<file path="config.mk">
export PLATFORM = sky130hd
export DESIGN_NAME = rx_loss_monitor
export DESIGN_NICKNAME = d
export VERILOG_FILES = /design/src/rx_link_pkg.sv /design/src/rx_loss_monitor.sv
export SDC_FILE = /design/constraint.sdc
export NUM_CORES = 1
export LEC_CHECK = 0
export ABC_AREA = 1
export BUFFER_PORTS_ARGS = -buffer_cell sky130_fd_sc_hd__buf_2
export CAP_MARGIN = 10
export CORE_ASPECT_RATIO = 0.9
export CORE_MARGIN = 2
export CORE_UTILIZATION = 55
export DETAILED_ROUTE_END_ITERATION = 16
export GPL_ROUTABILITY_DRIVEN = 0
export PLACE_DENSITY = 0.74
export SKIP_LAST_GASP = 1
export SYNTH_ARGS = -nofsm -noshare
export SYNTH_HDL_FRONTEND = slang
export SYNTH_SLANG_ARGS = --single-unit
</file>
<file path="constraint.sdc">
create_clock -name clk -period 3.8 [get_ports clk]
set_clock_uncertainty 0.1 [all_clocks]
set_input_delay 0 -clock clk [delete_from_list [all_inputs] [get_ports clk]]
set_output_delay 0 -clock clk [all_outputs]
set_load 0.005 [all_outputs]
</file>
<file path="src/rx_link_pkg.sv">
package rx_link_pkg;

    // Bus widths
    localparam int ADDR_W = 32;
    localparam int DLEN_W = 16;
    localparam int BEAT_W = 64;
    localparam int WORD_W = 16;

    // Sync word is {D5_6, K28_5}, start of frame is {K28_2, K27_7}
    localparam logic [7:0] K28_5 = 8'hbc;
    localparam logic [7:0] D5_6  = 8'hc5;
    localparam logic [7:0] K27_7 = 8'hfb;
    localparam logic [7:0] K28_2 = 8'h5c;

    localparam logic [31:0]       FRAME_HEAD_FLAG = 32'heb90_e116;
    localparam logic [WORD_W-1:0] LINK_LOSS_WORD  = 16'hffff;

    ////////////////////////////////////////////////////////////////////////////
    // Parser states
    ////////////////////////////////////////////////////////////////////////////
    localparam logic [3:0] ST_IDLE  = 4'd0;
    localparam logic [3:0] ST_SYNC  = 4'd1;
    localparam logic [3:0] ST_HEAD  = 4'd2;
    localparam logic [3:0] ST_TYPE  = 4'd3;
    localparam logic [3:0] ST_LINE  = 4'd4;
    localparam logic [3:0] ST_LEN   = 4'd5;
    localparam logic [3:0] ST_DATA  = 4'd6;
    localparam logic [3:0] ST_CHECK = 4'd7;
    localparam logic [3:0] ST_END1  = 4'd8;
    localparam logic [3:0] ST_END2  = 4'd9;

    // Receive FIFO depth in line words
    localparam int FIFO_WORDS = 2048;

    // Quiet time after a loss pulse, about 100 ms at 100 MHz
    localparam logic [23:0] LOSS_HOLDOFF_CYCLES = 24'd10_000_000;

    // First header word, summed raw and decoded by field
    typedef union packed {
        logic [WORD_W-1:0] raw;
        struct packed {
            logic [1:0] file_end;
            logic [1:0] channel_id;
            logic [3:0] data_type;
            logic [7:0] line_hi;
        } f;
    } rx_info_word_u;

endpackage
</file>
<file path="src/rx_loss_monitor.sv">
`timescale 1ns/1ps

module rx_loss_monitor #(
    parameter logic [23:0] HOLDOFF_CYCLES = rx_link_pkg::LOSS_HOLDOFF_CYCLES
) (
    input  logic        clk,
    input  logic        i_arst_n,
    input  logic        i_soft_rst,
    input  logic        i_rk_msb,
    input  logic        i_rk_lsb,
    input  logic [15:0] i_rxd,
    input  logic        i_in_payload,
    input  logic        i_link_ena,
    input  logic        i_sync_ena,
    output logic        o_link_loss,
    output logic        o_sync_loss,
    output logic        o_loss_interrupt
);

    import rx_link_pkg::*;

    logic [1:0] hit;
    logic [1:0] ena;
    logic [1:0] pulse;

    // Index 0 is link loss, index 1 is sync loss
    assign hit[0] = i_rk_msb && i_rk_lsb && i_rxd == LINK_LOSS_WORD;
    assign hit[1] = (i_rk_msb || i_rk_lsb) && i_in_payload;
    assign ena    = {i_sync_ena, i_link_ena};

    for (genvar i = 0; i < 2; i++) begin : g_det
        logic        pulse_q;
        logic        hold_q;
        logic [23:0] timer_q;

        always_ff @(posedge clk or negedge i_arst_n) begin
            if (!i_arst_n) begin
                pulse_q <= 1'b0;
                hold_q  <= 1'b0;
                timer_q <= '0;
            end else if (i_soft_rst || !ena[i]) begin
                pulse_q <= 1'b0;
                hold_q  <= 1'b0;
                timer_q <= '0;
            end else begin
                pulse_q <= hit[i] && !hold_q;
                if (hit[i] && !hold_q) begin
                    hold_q  <= 1'b1;
                    timer_q <= '0;
                end else if (hold_q) begin
                    // Keep the host from an interrupt storm
                    if (timer_q == HOLDOFF_CYCLES - 24'd1) begin
                        hold_q <= 1'b0;
                    end
                    timer_q <= timer_q + 24'd1;
                end
            end
        end

        assign pulse[i] = pulse_q;

        // Hold-off window never runs past its length
        a_holdoff: assert property (@(posedge clk) disable iff (!i_arst_n)
            hold_q |-> timer_q < HOLDOFF_CYCLES);
    end

    assign o_link_loss      = pulse[0];
    assign o_sync_loss      = pulse[1];
    assign o_loss_interrupt = |pulse;

endmodule

</file>
==> impl_metrics.env, run 1 <==
export IMPL_antenna_found_initial=0
export IMPL_cts_num_sinks=52
export IMPL_avgViaCountPerCell=5.280
export IMPL_cts_setup_buffers=0
export IMPL_yosysSeqAreaShare_pct=37.34
export IMPL_post_route_period_util_pct=48.09
export IMPL_fillCellCount=549
export IMPL_p_clk_share_pct=33.2
export IMPL_grt_pass1_vias=3038
export IMPL_ctsResizeCount=0
export IMPL_tightest_slew_ns=0.9018
export IMPL_fin_setup_tns_ns=0
export IMPL_power_leakage_nw=1.672
export IMPL_gr_total_overflow=0
export IMPL_period_minus_slack_ns=1.828
export IMPL_cts_root_buffer="clkbuf_8"
export IMPL_finalHoldViolations=0
export IMPL_yosysWarnings=0
export IMPL_finalNonFillerCells=628
export IMPL_cp_start_kind="input pin"
export IMPL_cp_arrival_ns=1.92
export IMPL_synth_most_common_cell="nand2_1"
export IMPL_drtAntennaViolNets=0
export IMPL_start_util_pct=56.99
export IMPL_crit_path_end_kind="flip-flop"
export IMPL_cts_buffers=5
export IMPL_die_area_um2=6989
export IMPL_seq_area_um2=1301
export IMPL_cts_tree="yes"
export IMPL_powerDensity_nw_per_um2=243.8
export IMPL_route_detailed_drc=0
export IMPL_path_clk_slew_ns=0.09
export IMPL_final_setup_viol_count=0
export IMPL_nets=567
export IMPL_core_area_um2=6115
export IMPL_synth_compound_area_share_pct=7.828
export IMPL_dpl_cell_count=615
export IMPL_power_frac_comb_pct=6.9
export IMPL_antenna_cells=0
export IMPL_max_vdd_ir_drop_v=0.0001666
export IMPL_synth_distinct_cells=30
export IMPL_slew_headroom_pct=39.66
export IMPL_p_sw_share_pct=24.26
export IMPL_synth_edff_count=0
export IMPL_postSynthAreaPerCell_um2=6.833
export IMPL_synth_common_cells="nand2_1, inv_1, nand3_1"
export IMPL_cts_path_max_buffers=2
export IMPL_crit_path_max_fanout=3
export IMPL_cp_required_ns=3.90
export IMPL_synth_main_ff_cell="dfrtp_1"
export IMPL_drv_cap=0
export IMPL_placement_rows=27
export IMPL_async_flop_share_pct=100.0
export IMPL_grt_max_degree=53
export IMPL_mappedNetlistArea_um2=3485
export IMPL_drive_gt1_share_pct=14.79
export IMPL_drv_slew=0
export IMPL_die_y_um=79.51
export IMPL_synth_mux_area_share_pct=0
export IMPL_synthesis_nets=536
export IMPL_power_switching_uw=224.9
export IMPL_yosys_area_top_type_share_pct=37.34
export IMPL_vias=3316
export IMPL_rsz0062_at_grt="no"
export IMPL_wire_per_inst_um=12.53
export IMPL_dr_pass1_iters=4
export IMPL_synth_xor_area_share_pct=1.508
export IMPL_p_seq_share_pct=59.9
export IMPL_synth_simple_area_share_pct=43.12
export IMPL_wirelength_um=7868
export IMPL_yosys_top_cells_area="dfrtp_1, nand2_1, nand3_1"
export IMPL_p_int_uw=702.0
export IMPL_portBuffers=26
export IMPL_ys_ff_latch=52
export IMPL_critPathKind="input pin to flip-flop"
export IMPL_synth_top_area_cell="dfrtp_1"
export IMPL_status="finished, final reports clean"
export IMPL_synthCells=510
export IMPL_place_hpwl_um=5797
export IMPL_grtUsageTotal_pct=24.74
export IMPL_worstSkewPairLatency_ns=0.32
export IMPL_hold_class="input pin to flip-flop"
export IMPL_drtIter0Drc=349
export IMPL_ios=27
export IMPL_synth_top_family_by_area="simple AND/OR/NAND/NOR gates"
export IMPL_grt_pass1_wl_um=13770
export IMPL_area_growth_pct=9.085
export IMPL_synth_fa_ha_area_share_pct=0.7181
export IMPL_final_util_pct=62.16
export IMPL_multi_input_area_um2=1853
export IMPL_fmax_mhz=547.2
export IMPL_fp_dieW_um=87.90
export IMPL_htree_levels=2
[cell families after synthesis]
kind of cell,count (synthesis)
xor+xnor,6
fa+ha+maj,2
compound gates,48
buf+inv,79
flops,52
simple gates,323
[worst max-delay path: stages]
cell and delay (ns):
dlygate4sd3_1 0.53, buf_2 0.13, o21ai_2 0.07, dlygate4sd3_1 0.60, nor2_1 0.05, dlygate4sd3_1 0.54
[power groups by stage]
stage                     Sequential, mW  Clock [mW]  Combinational, mW
final                              0.555       0.308             0.0641
after global routing               0.555       0.337             0.0733
after CTS                          0.555       0.316             0.0649
after detailed placement           0.566           0             0.0603
after global placement             0.566           0             0.0592
after floorplan                    0.566           0             0.0300
[sequential cells by signal, indices dropped and copies added (netlist names)]
register / flops
g_det.hold_q: 2
g_det.timer_q: 48
o_link_loss: 1
o_sync_loss: 1
[stage by stage]
| step | cell area [µm²] | hold WS (ns) | total power, mW | setup slack, ns |
|---|---|---|---|---|
| finish | 3801 | 0.01405 | 0.9269 | 1.972 |
| global route | 3801 | 0.01862 | 0.9650 | 1.840 |
| CTS | 3801 | 0.01557 | 0.9362 | 1.996 |
| detailed placement | 3664 | 0.06386 | 0.6261 | 2.042 |
| global placement | 3664 | 0.06645 | 0.6249 | 2.136 |
| floorplan | 3485 | -0.3956 | 0.5959 | 2.400 |
[layout by cell type (no fill, tap or decap)]
| master | n |
|---|---|
| dfrtp_1 | 52 |
| nand3_2 | 2 |
| clkinv_2 | 1 |
| a21oi_2 | 2 |
| nand4_1 | 12 |
| clkbuf_8 | 5 |
| o21ai_2 | 1 |
| a31oi_1 | 2 |
| buf_4 | 1 |
| a21oi_1 | 23 |
| inv_2 | 3 |
| nor2_4 | 12 |
| nor2_2 | 13 |
| xor2_1 | 6 |
| nand2_2 | 11 |
| nor3b_1 | 1 |
| or2_2 | 1 |
| clkbuf_1 | 1 |
| inv_1 | 67 |
| o21ai_0 | 12 |
| nand2_4 | 1 |
| o21ai_1 | 5 |
| buf_2 | 26 |
| dlygate4sd3_1 | 6 |
| nor3_1 | 5 |
| nand3_1 | 62 |
| o21bai_4 | 1 |
| ha_1 | 2 |
| nand2_1 | 143 |
| a22o_1 | 1 |
| nor2_1 | 60 |
| o22ai_1 | 1 |
[final timing paths]
| kind | start | end | slack (ns) | depth (start not counted) |
|---|---|---|---|---|
| setup / recovery | i_in_payload | o_sync_loss | 1.97 | 6 |
| hold / removal | i_link_ena | g_det[0].timer_q[7] | 0.01 | 5 |
| setup reg to reg | g_det[1].hold_q | g_det[1].hold_q | 2.03 | 4 |
| hold reg to reg | g_det[0].timer_q[10] | g_det[0].timer_q[10] | 0.43 | 2 |
| max in group asynchronous | i_arst_n | g_det[1].timer_q[16] | 2.91 | 3 |
| min in group asynchronous | i_arst_n | g_det[0].timer_q[16] | 0.21 | 3 |
[per-layer routing]
layer | vias up | GRT usage (%) | wire [µm]
met5 | - | 0 | 0
met4 | 0 | 4.462 | 45
met3 | 6 | 4.964 | 440
met2 | 107 | 35.76 | 3456
met1 | 1526 | 38.47 | 3926
li1 | 1677 | - | -
[cell type report]
type | count | share of cell area (%)
clock inverter | 1 | 0.1317
sequential | 52 | 34.23
tap | 87 | 2.864
timing repair buffer | 33 | 5.201
clock buffer | 6 | 1.909
multi-input combinational | 379 | 48.75
inverter | 70 | 6.912
[what timing repair did]
item,in CTS,in global routing
endpoints found under the hold margin,61,0
endpoints found under the setup margin,0,0
hold buffers,6,0
Note: power is estimated with default switching activity, not from simulation.
==> inputs of run 2 (changes only) <==
Settings changed: PLACE_DENSITY 0.74 to 0.77.
Clock period 3.8 ns to 1.6 ns, I/O delays scaled along.
==> impl_metrics.env, run 2 (synthesis gave the netlist of run 1 again) <==
export IMPL_status="finished, final reports clean"
export IMPL_cts_path_max_buffers=2
export IMPL_cp_start_kind="flip-flop"
export IMPL_fin_setup_tns_ns=0
export IMPL_dpl_cell_count=622
export IMPL_tightest_slew_ns=0.4049
export IMPL_final_cell_mix="nand2_1, inv_1, nand3_1, nor2_1, dfrtp_1"
export IMPL_wire_per_inst_um=13.05
export IMPL_finalHoldViolations=0
export IMPL_fp_dieW_um=87.90
export IMPL_grt_pass1_wl_um=13650
export IMPL_gr_total_overflow=0
export IMPL_critPathKind="flip-flop to flip-flop"
export IMPL_slew_headroom_pct=72.98
export IMPL_power_leakage_nw=1.789
export IMPL_rr_startpoint="g_det[1].timer_q[1]"
export IMPL_period_minus_slack_ns=1.577
export IMPL_die_y_um=79.51
export IMPL_avgViaCountPerCell=5.335
export IMPL_area_growth_pct=15.44
export IMPL_vias=3420
export IMPL_grt_max_degree=53
export IMPL_cp_arrival_ns=1.67
export IMPL_regToRegSetupSlack_ns=0.02
export IMPL_drtAntennaViolNets=0
export IMPL_largest_reg_flops=48
export IMPL_cts_tree="yes"
export IMPL_r2r_end="g_det[1].timer_q[18]"
export IMPL_power_frac_comb_pct=7.7
export IMPL_wirelength_um=8368
export IMPL_p_clk_share_pct=34.6
export IMPL_p_int_mw=1.695
export IMPL_die_area_um2=6989
export IMPL_worstSkewPairLatency_ns=0.31
export IMPL_htree_levels=2
export IMPL_path_clk_slew_ns=0.11
export IMPL_powerDensity_nw_per_um2=567.0
export IMPL_layout_commonest_cell="nand2_1"
export IMPL_crit_path_end_kind="flip-flop"
export IMPL_grt_pass1_vias=3090
export IMPL_ios=27
export IMPL_drv_cap=0
export IMPL_antenna_cells=0
export IMPL_cts_root_buffer="clkbuf_8"
export IMPL_crit_path_max_fanout=6
export IMPL_antenna_found_initial=0
export IMPL_grtUsageTotal_pct=24.44
export IMPL_cp_required_ns=1.70
export IMPL_drtIter0Drc=233
export IMPL_p_sw_share_pct=25.71
export IMPL_rsz0062_at_grt="yes"
export IMPL_portBuffers=26
export IMPL_cts_num_sinks=52
export IMPL_cts_buffers=5
export IMPL_place_hpwl_um=5924
export IMPL_power_switching_uw=586.4
export IMPL_core_area_um2=6115
export IMPL_top_register="g_det.timer_q"
export IMPL_drive_gt1_share_pct=19.49
export IMPL_largestRegisters="g_det.timer_q x48, g_det.hold_q x2"
export IMPL_p_seq_share_pct=57.8
export IMPL_r2r_cells=8
export IMPL_placement_rows=27
export IMPL_fmax_mhz=634.3
export IMPL_nets=579
export IMPL_start_util_pct=56.99
export IMPL_route_detailed_drc=0
export IMPL_drv_slew=0
export IMPL_final_util_pct=65.79
export IMPL_endpoint="g_det[1].timer_q[18]"
export IMPL_final_setup_viol_count=0
export IMPL_hold_class="input pin to flip-flop"
export IMPL_setup_worst_path_start="g_det[1].timer_q[1]"
export IMPL_max_vdd_ir_drop_v=0.0006534
export IMPL_dr_pass1_iters=5
export IMPL_post_route_period_util_pct=98.54
export IMPL_finalNonFillerCells=641
run 2: area by class of cell:
cell class / count / area [µm²]
clock buffers: 5 / 68.82
repair buffers: 45 / 312.8
multi-input cells: 379 / 1943
flip-flops and latches: 52 / 1303
clock inverters: 3 / 23.77
fillers: 541 / 2092
inverters: 70 / 262.8
well taps: 87 / 108.9
run 2: how the worst min path moves through the flow:
stage / from / to / slack [ns] / cells past startpoint
floorplan: i_arst_n / g_det[0].hold_q / -0.40 / 0
global placement: i_arst_n / g_det[0].timer_q[15] / -0.09 / 2
detailed placement: i_arst_n / g_det[0].timer_q[15] / -0.09 / 2
CTS: i_link_ena / g_det[0].timer_q[7] / 0.0004 / 5
global route: i_link_ena / g_det[0].timer_q[3] / 0.03 / 5
finish: i_link_ena / g_det[0].timer_q[7] / 0.003 / 5
run 2: layer usage:
metal / wire [µm] / global-route usage (%)
met1: 3905 / 35.49
met4: 85 / 5.692
met3: 484 / 3.723
met2: 3892 / 38.41
met5: 0 / 0
run 2: timing repair:
| action | CTS | global route |
|---|---|---|
| endpoints found under the hold margin | 60 | 0 |
| resized for setup | 0 | 24 |
| hold buffers | 6 | 0 |
| buffers inserted | 0 | 5 |
| setup endpoints to repair | 0 | 18 |
run 2: per-stage QoR:
| step | power, mW | cell area [µm²] | worst slack (ns) | hold WS (ns) |
|---|---|---|---|---|
| after floorplan | 1.415 | 3485 | 0.2004 | -0.3956 |
| final | 2.281 | 4023 | 0.02336 | 0.003430 |
| after detailed placement | 1.506 | 3741 | 0.05410 | -0.08635 |
| after global routing | 2.362 | 4023 | -0.07108 | 0.02662 |
| after global placement | 1.501 | 3741 | 0.1030 | -0.08544 |
| after CTS | 2.292 | 3894 | 0.01590 | 0.0003798 |
run 2: critical path, stage by stage (launching register included):
cell	delay, ns
dfrtp_1	0.39
ha_2	0.22
nand2_4	0.06
nor2_4	0.19
nand2_2	0.12
nor2_4	0.16
nand3_2	0.08
nand3_1	0.08
o21ai_1	0.06
run 2: power by group through the flow:
stage                     Combinational (mW)  Clock, mW  Sequential, mW
after global placement                 0.157          0            1.34
after floorplan                       0.0713          0            1.34
after global routing                   0.198      0.845            1.32
after detailed placement               0.162          0            1.34
final                                  0.175      0.788            1.32
after CTS                              0.174      0.800            1.32
==> inputs of run 3 (changes only) <==
--- a/config.mk
+++ b/config.mk
@@ -6,13 +6,12 @@
 export NUM_CORES = 1
 export LEC_CHECK = 0
-export ABC_AREA = 1
 export BUFFER_PORTS_ARGS = -buffer_cell sky130_fd_sc_hd__buf_2
 export CAP_MARGIN = 10
 export CORE_ASPECT_RATIO = 0.9
 export CORE_MARGIN = 2
-export CORE_UTILIZATION = 55
+export CORE_UTILIZATION = 54
 export DETAILED_ROUTE_END_ITERATION = 16
 export GPL_ROUTABILITY_DRIVEN = 0
-export PLACE_DENSITY = 0.77
+export PLACE_DENSITY = 0.76
 export SKIP_LAST_GASP = 1
 export SYNTH_ARGS = -nofsm -noshare
==> constraint.sdc (replaced) <==
create_clock -name clk -period 1.6 [get_ports clk]
set_clock_uncertainty 0.1 [all_clocks]
set_input_delay 0.08 -clock clk [delete_from_list [all_inputs] [get_ports clk]]
set_output_delay 0.08 -clock clk [all_outputs]
set_load 0.005 [all_outputs]
==> impl_metrics.env, run 3 <==
export IMPL_vias=4370
export IMPL_synth_edff_count=0
export IMPL_synth_compound_area_share_pct=18.13
export IMPL_yosysWarnings=0
export IMPL_mappedNetlistArea_um2=3209
export IMPL_placement_rows=26
export IMPL_critical_path_top_delay_family="simple AND/OR/NAND/NOR gates"
export IMPL_antenna_cells=0
export IMPL_grt_pass1_wl_um=17040
export IMPL_fmax_mhz=532.0
export IMPL_slowest_stage="or4_4"
export IMPL_critPathKind="flip-flop to flip-flop"
export IMPL_avgViaCountPerCell=7.640
export IMPL_finalWorstSetupSlack_ns=-0.2797
export IMPL_drv_cap=0
export IMPL_nets=527
export IMPL_drv_slew=0
export IMPL_worstSkewPairLatency_ns=0.30
export IMPL_cp_required_ns=1.68
export IMPL_cts_root_buffer="clkbuf_8"
export IMPL_status="finished, violations left"
export IMPL_final_cell_mix="buf_4, dfrtp_1, nand2_1, nor2_1, buf_2"
export IMPL_powerDensity_nw_per_um2=495.8
export IMPL_route_detailed_drc=0
export IMPL_antenna_found_initial=1
export IMPL_fillCellCount=233
export IMPL_cp_arrival_ns=1.96
export IMPL_place_hpwl_um=6296
export IMPL_yosysSeqAreaShare_pct=40.55
export IMPL_top_register="g_det.timer_q"
export IMPL_rsz0062_at_grt="yes"
export IMPL_synth_xor_area_share_pct=4.094
export IMPL_drtAntennaViolNets=0
export IMPL_grt_pass1_vias=3451
export IMPL_power_mw=2.447
export IMPL_synth_distinct_cells=62
export IMPL_die_y_um=77.14
export IMPL_synth_common_cells="dfrtp_1, nand2_1, nor2_1"
export IMPL_synth_most_common_cell="dfrtp_1"
export IMPL_cts_tree="yes"
export IMPL_post_route_period_util_pct=117.5
export IMPL_htree_levels=2
export IMPL_synth_top_area_cell="dfrtp_1"
export IMPL_synth_fa_ha_area_share_pct=0.7797
export IMPL_yosys_area_top_type_share_pct=40.55
export IMPL_synth_main_ff_cell="dfrtp_1"
export IMPL_cp_num_buf_inv=1
export IMPL_dp_slack_ns=-0.1620
export IMPL_cp_slowest_stage_delay_ns=0.51
export IMPL_hold_slack_ns=0.05101
export IMPL_synth_top_family_by_area="simple AND/OR/NAND/NOR gates"
export IMPL_ios=27
export IMPL_cts_num_sinks=52
export IMPL_postSynthAreaPerCell_um2=8.990
export IMPL_cts_buffers=5
export IMPL_drtIter0Drc=759
export IMPL_synth_simple_area_share_pct=31.27
export IMPL_period_minus_slack_ns=1.880
export IMPL_gr_total_overflow=0
export IMPL_dr_pass1_iters=6
export IMPL_synthesis_nets=383
export IMPL_crit_path_end_kind="flip-flop"
export IMPL_hold_class="input pin to flip-flop"
export IMPL_max_vdd_ir_drop_v=0.0006054
export IMPL_synthCells=357
export IMPL_fp_dieW_um=85.26
export IMPL_largestRegisters="g_det.timer_q x48, g_det.hold_q x2"
export IMPL_grtUsageTotal_pct=32.13
export IMPL_crit_path_cell_trace="nand4b_1 > or4_4 > buf_6 > o211ai_1 > a21oi_1"
export IMPL_tightest_slew_ns=1.180
export IMPL_wire_per_inst_um=26.02
export IMPL_async_flop_share_pct=100.0
export IMPL_die_area_um2=6577
export IMPL_layout_commonest_cell="buf_4"
export IMPL_yosys_top_cells_area="dfrtp_1, nand4_1, nand2_1"
export IMPL_cp_start_kind="flip-flop"
export IMPL_power_leakage_nw=2.121
export IMPL_violations="setup timing"
export IMPL_synth_mux_area_share_pct=0.3509
export IMPL_final_setup_viol_count=45
export IMPL_largest_reg_flops=48
export IMPL_area_growth_pct=53.80
export IMPL_drive_gt1_share_pct=48.01
export IMPL_core_area_um2=5725
export IMPL_ys_ff_latch=52
export IMPL_finalHoldViolations=0
export IMPL_start_util_pct=56.05
export IMPL_cts_path_max_buffers=2
export IMPL_grt_max_degree=53
export IMPL_portBuffers=26
export IMPL_slew_headroom_pct=20.52
export IMPL_crit_path_max_fanout=7
export IMPL_wirelength_um=14880
export IMPL_path_clk_slew_ns=0.10
-- run 3: layout make-up --
| class | count | area [µm²] | area share (%) |
|---|---|---|---|
| repair buffers | 156 | 1217 | 24.66 |
| multi-input cells | 278 | 2190 | 44.36 |
| clock buffers | 6 | 72.57 | 1.470 |
| clock inverters | 2 | 35.03 | 0.7098 |
| inverters | 8 | 30.03 | 0.6084 |
| well taps | 70 | 87.58 | 1.774 |
| flip-flops and latches | 52 | 1304 | 26.41 |
-- run 3: per-stage QoR --
step	cells	setup TNS, ns	cell area [µm²]	utilization, %
finish	572	-7.721	4936	86.21
CTS	545	-3.050	4436	77.47
global placement	519	-1.612	4048	70.69
global route	572	-9.240	4936	86.21
detailed placement	519	-2.608	4048	70.69
floorplan	357	-0.7024	3318	-
-- run 3: logic make-up (layout without fill, tap and decap cells) --
| logic type | Yosys count | count (layout) |
|---|---|---|
| AO/OA/AOI/OAI | 82 | 82 |
| XOR/XNOR | 15 | 15 |
| adder cells (fa/ha/maj) | 2 | 2 |
| buffers and inverters | 27 | 172 |
| flip-flops | 52 | 52 |
| multiplexers | 1 | 1 |
| AND/OR/NAND/NOR | 178 | 178 |
-- run 3: worst paths after layout --
check                                     start              endpoint  slack [ns]  depth (start not counted)
max                             g_det[0].hold_q  g_det[0].timer_q[16]       -0.28                          5
min                                    i_rxd[1]           o_link_loss        0.05                          4
max reg2reg                     g_det[0].hold_q  g_det[0].timer_q[16]       -0.28                          5
min reg2reg                g_det[1].timer_q[16]  g_det[1].timer_q[16]        0.50                          1
max in group asynchronous              i_arst_n  g_det[1].timer_q[16]        0.94                          3
min in group asynchronous              i_arst_n  g_det[0].timer_q[18]        0.19                          3
-- run 3: tightest hold or removal path, delay by kind of cell --
family | cells | cell delay (ns)
buf+inv | 1 | 0.09
simple gates | 3 | 0.25
-- run 3: power by group --
part / switching (mW) / internal [mW]
Combinational: 0.130 / 0.0773
Sequential: 0.00378 / 1.32
Clock: 0.455 / 0.466
Total: 0.588 / 1.86
-- run 3: what timing repair did --
action / 4_1_cts / 5_1_grt
hold endpoints to repair: 53 / 0
hold buffers: 3 / 0
pin swaps: 13 / 33
setup endpoints to repair: 38 / 47
setup buffers: 15 / 29
resized for setup: 34 / 55
-- run 3: per-layer routing --
layer	track usage, %	vias up	routed length, µm
li1	-	1668	-
met1	44.44	1970	5070
met2	49.45	547	6183
met3	6.889	183	2268
met4	11.90	2	1349
met5	0	-	12
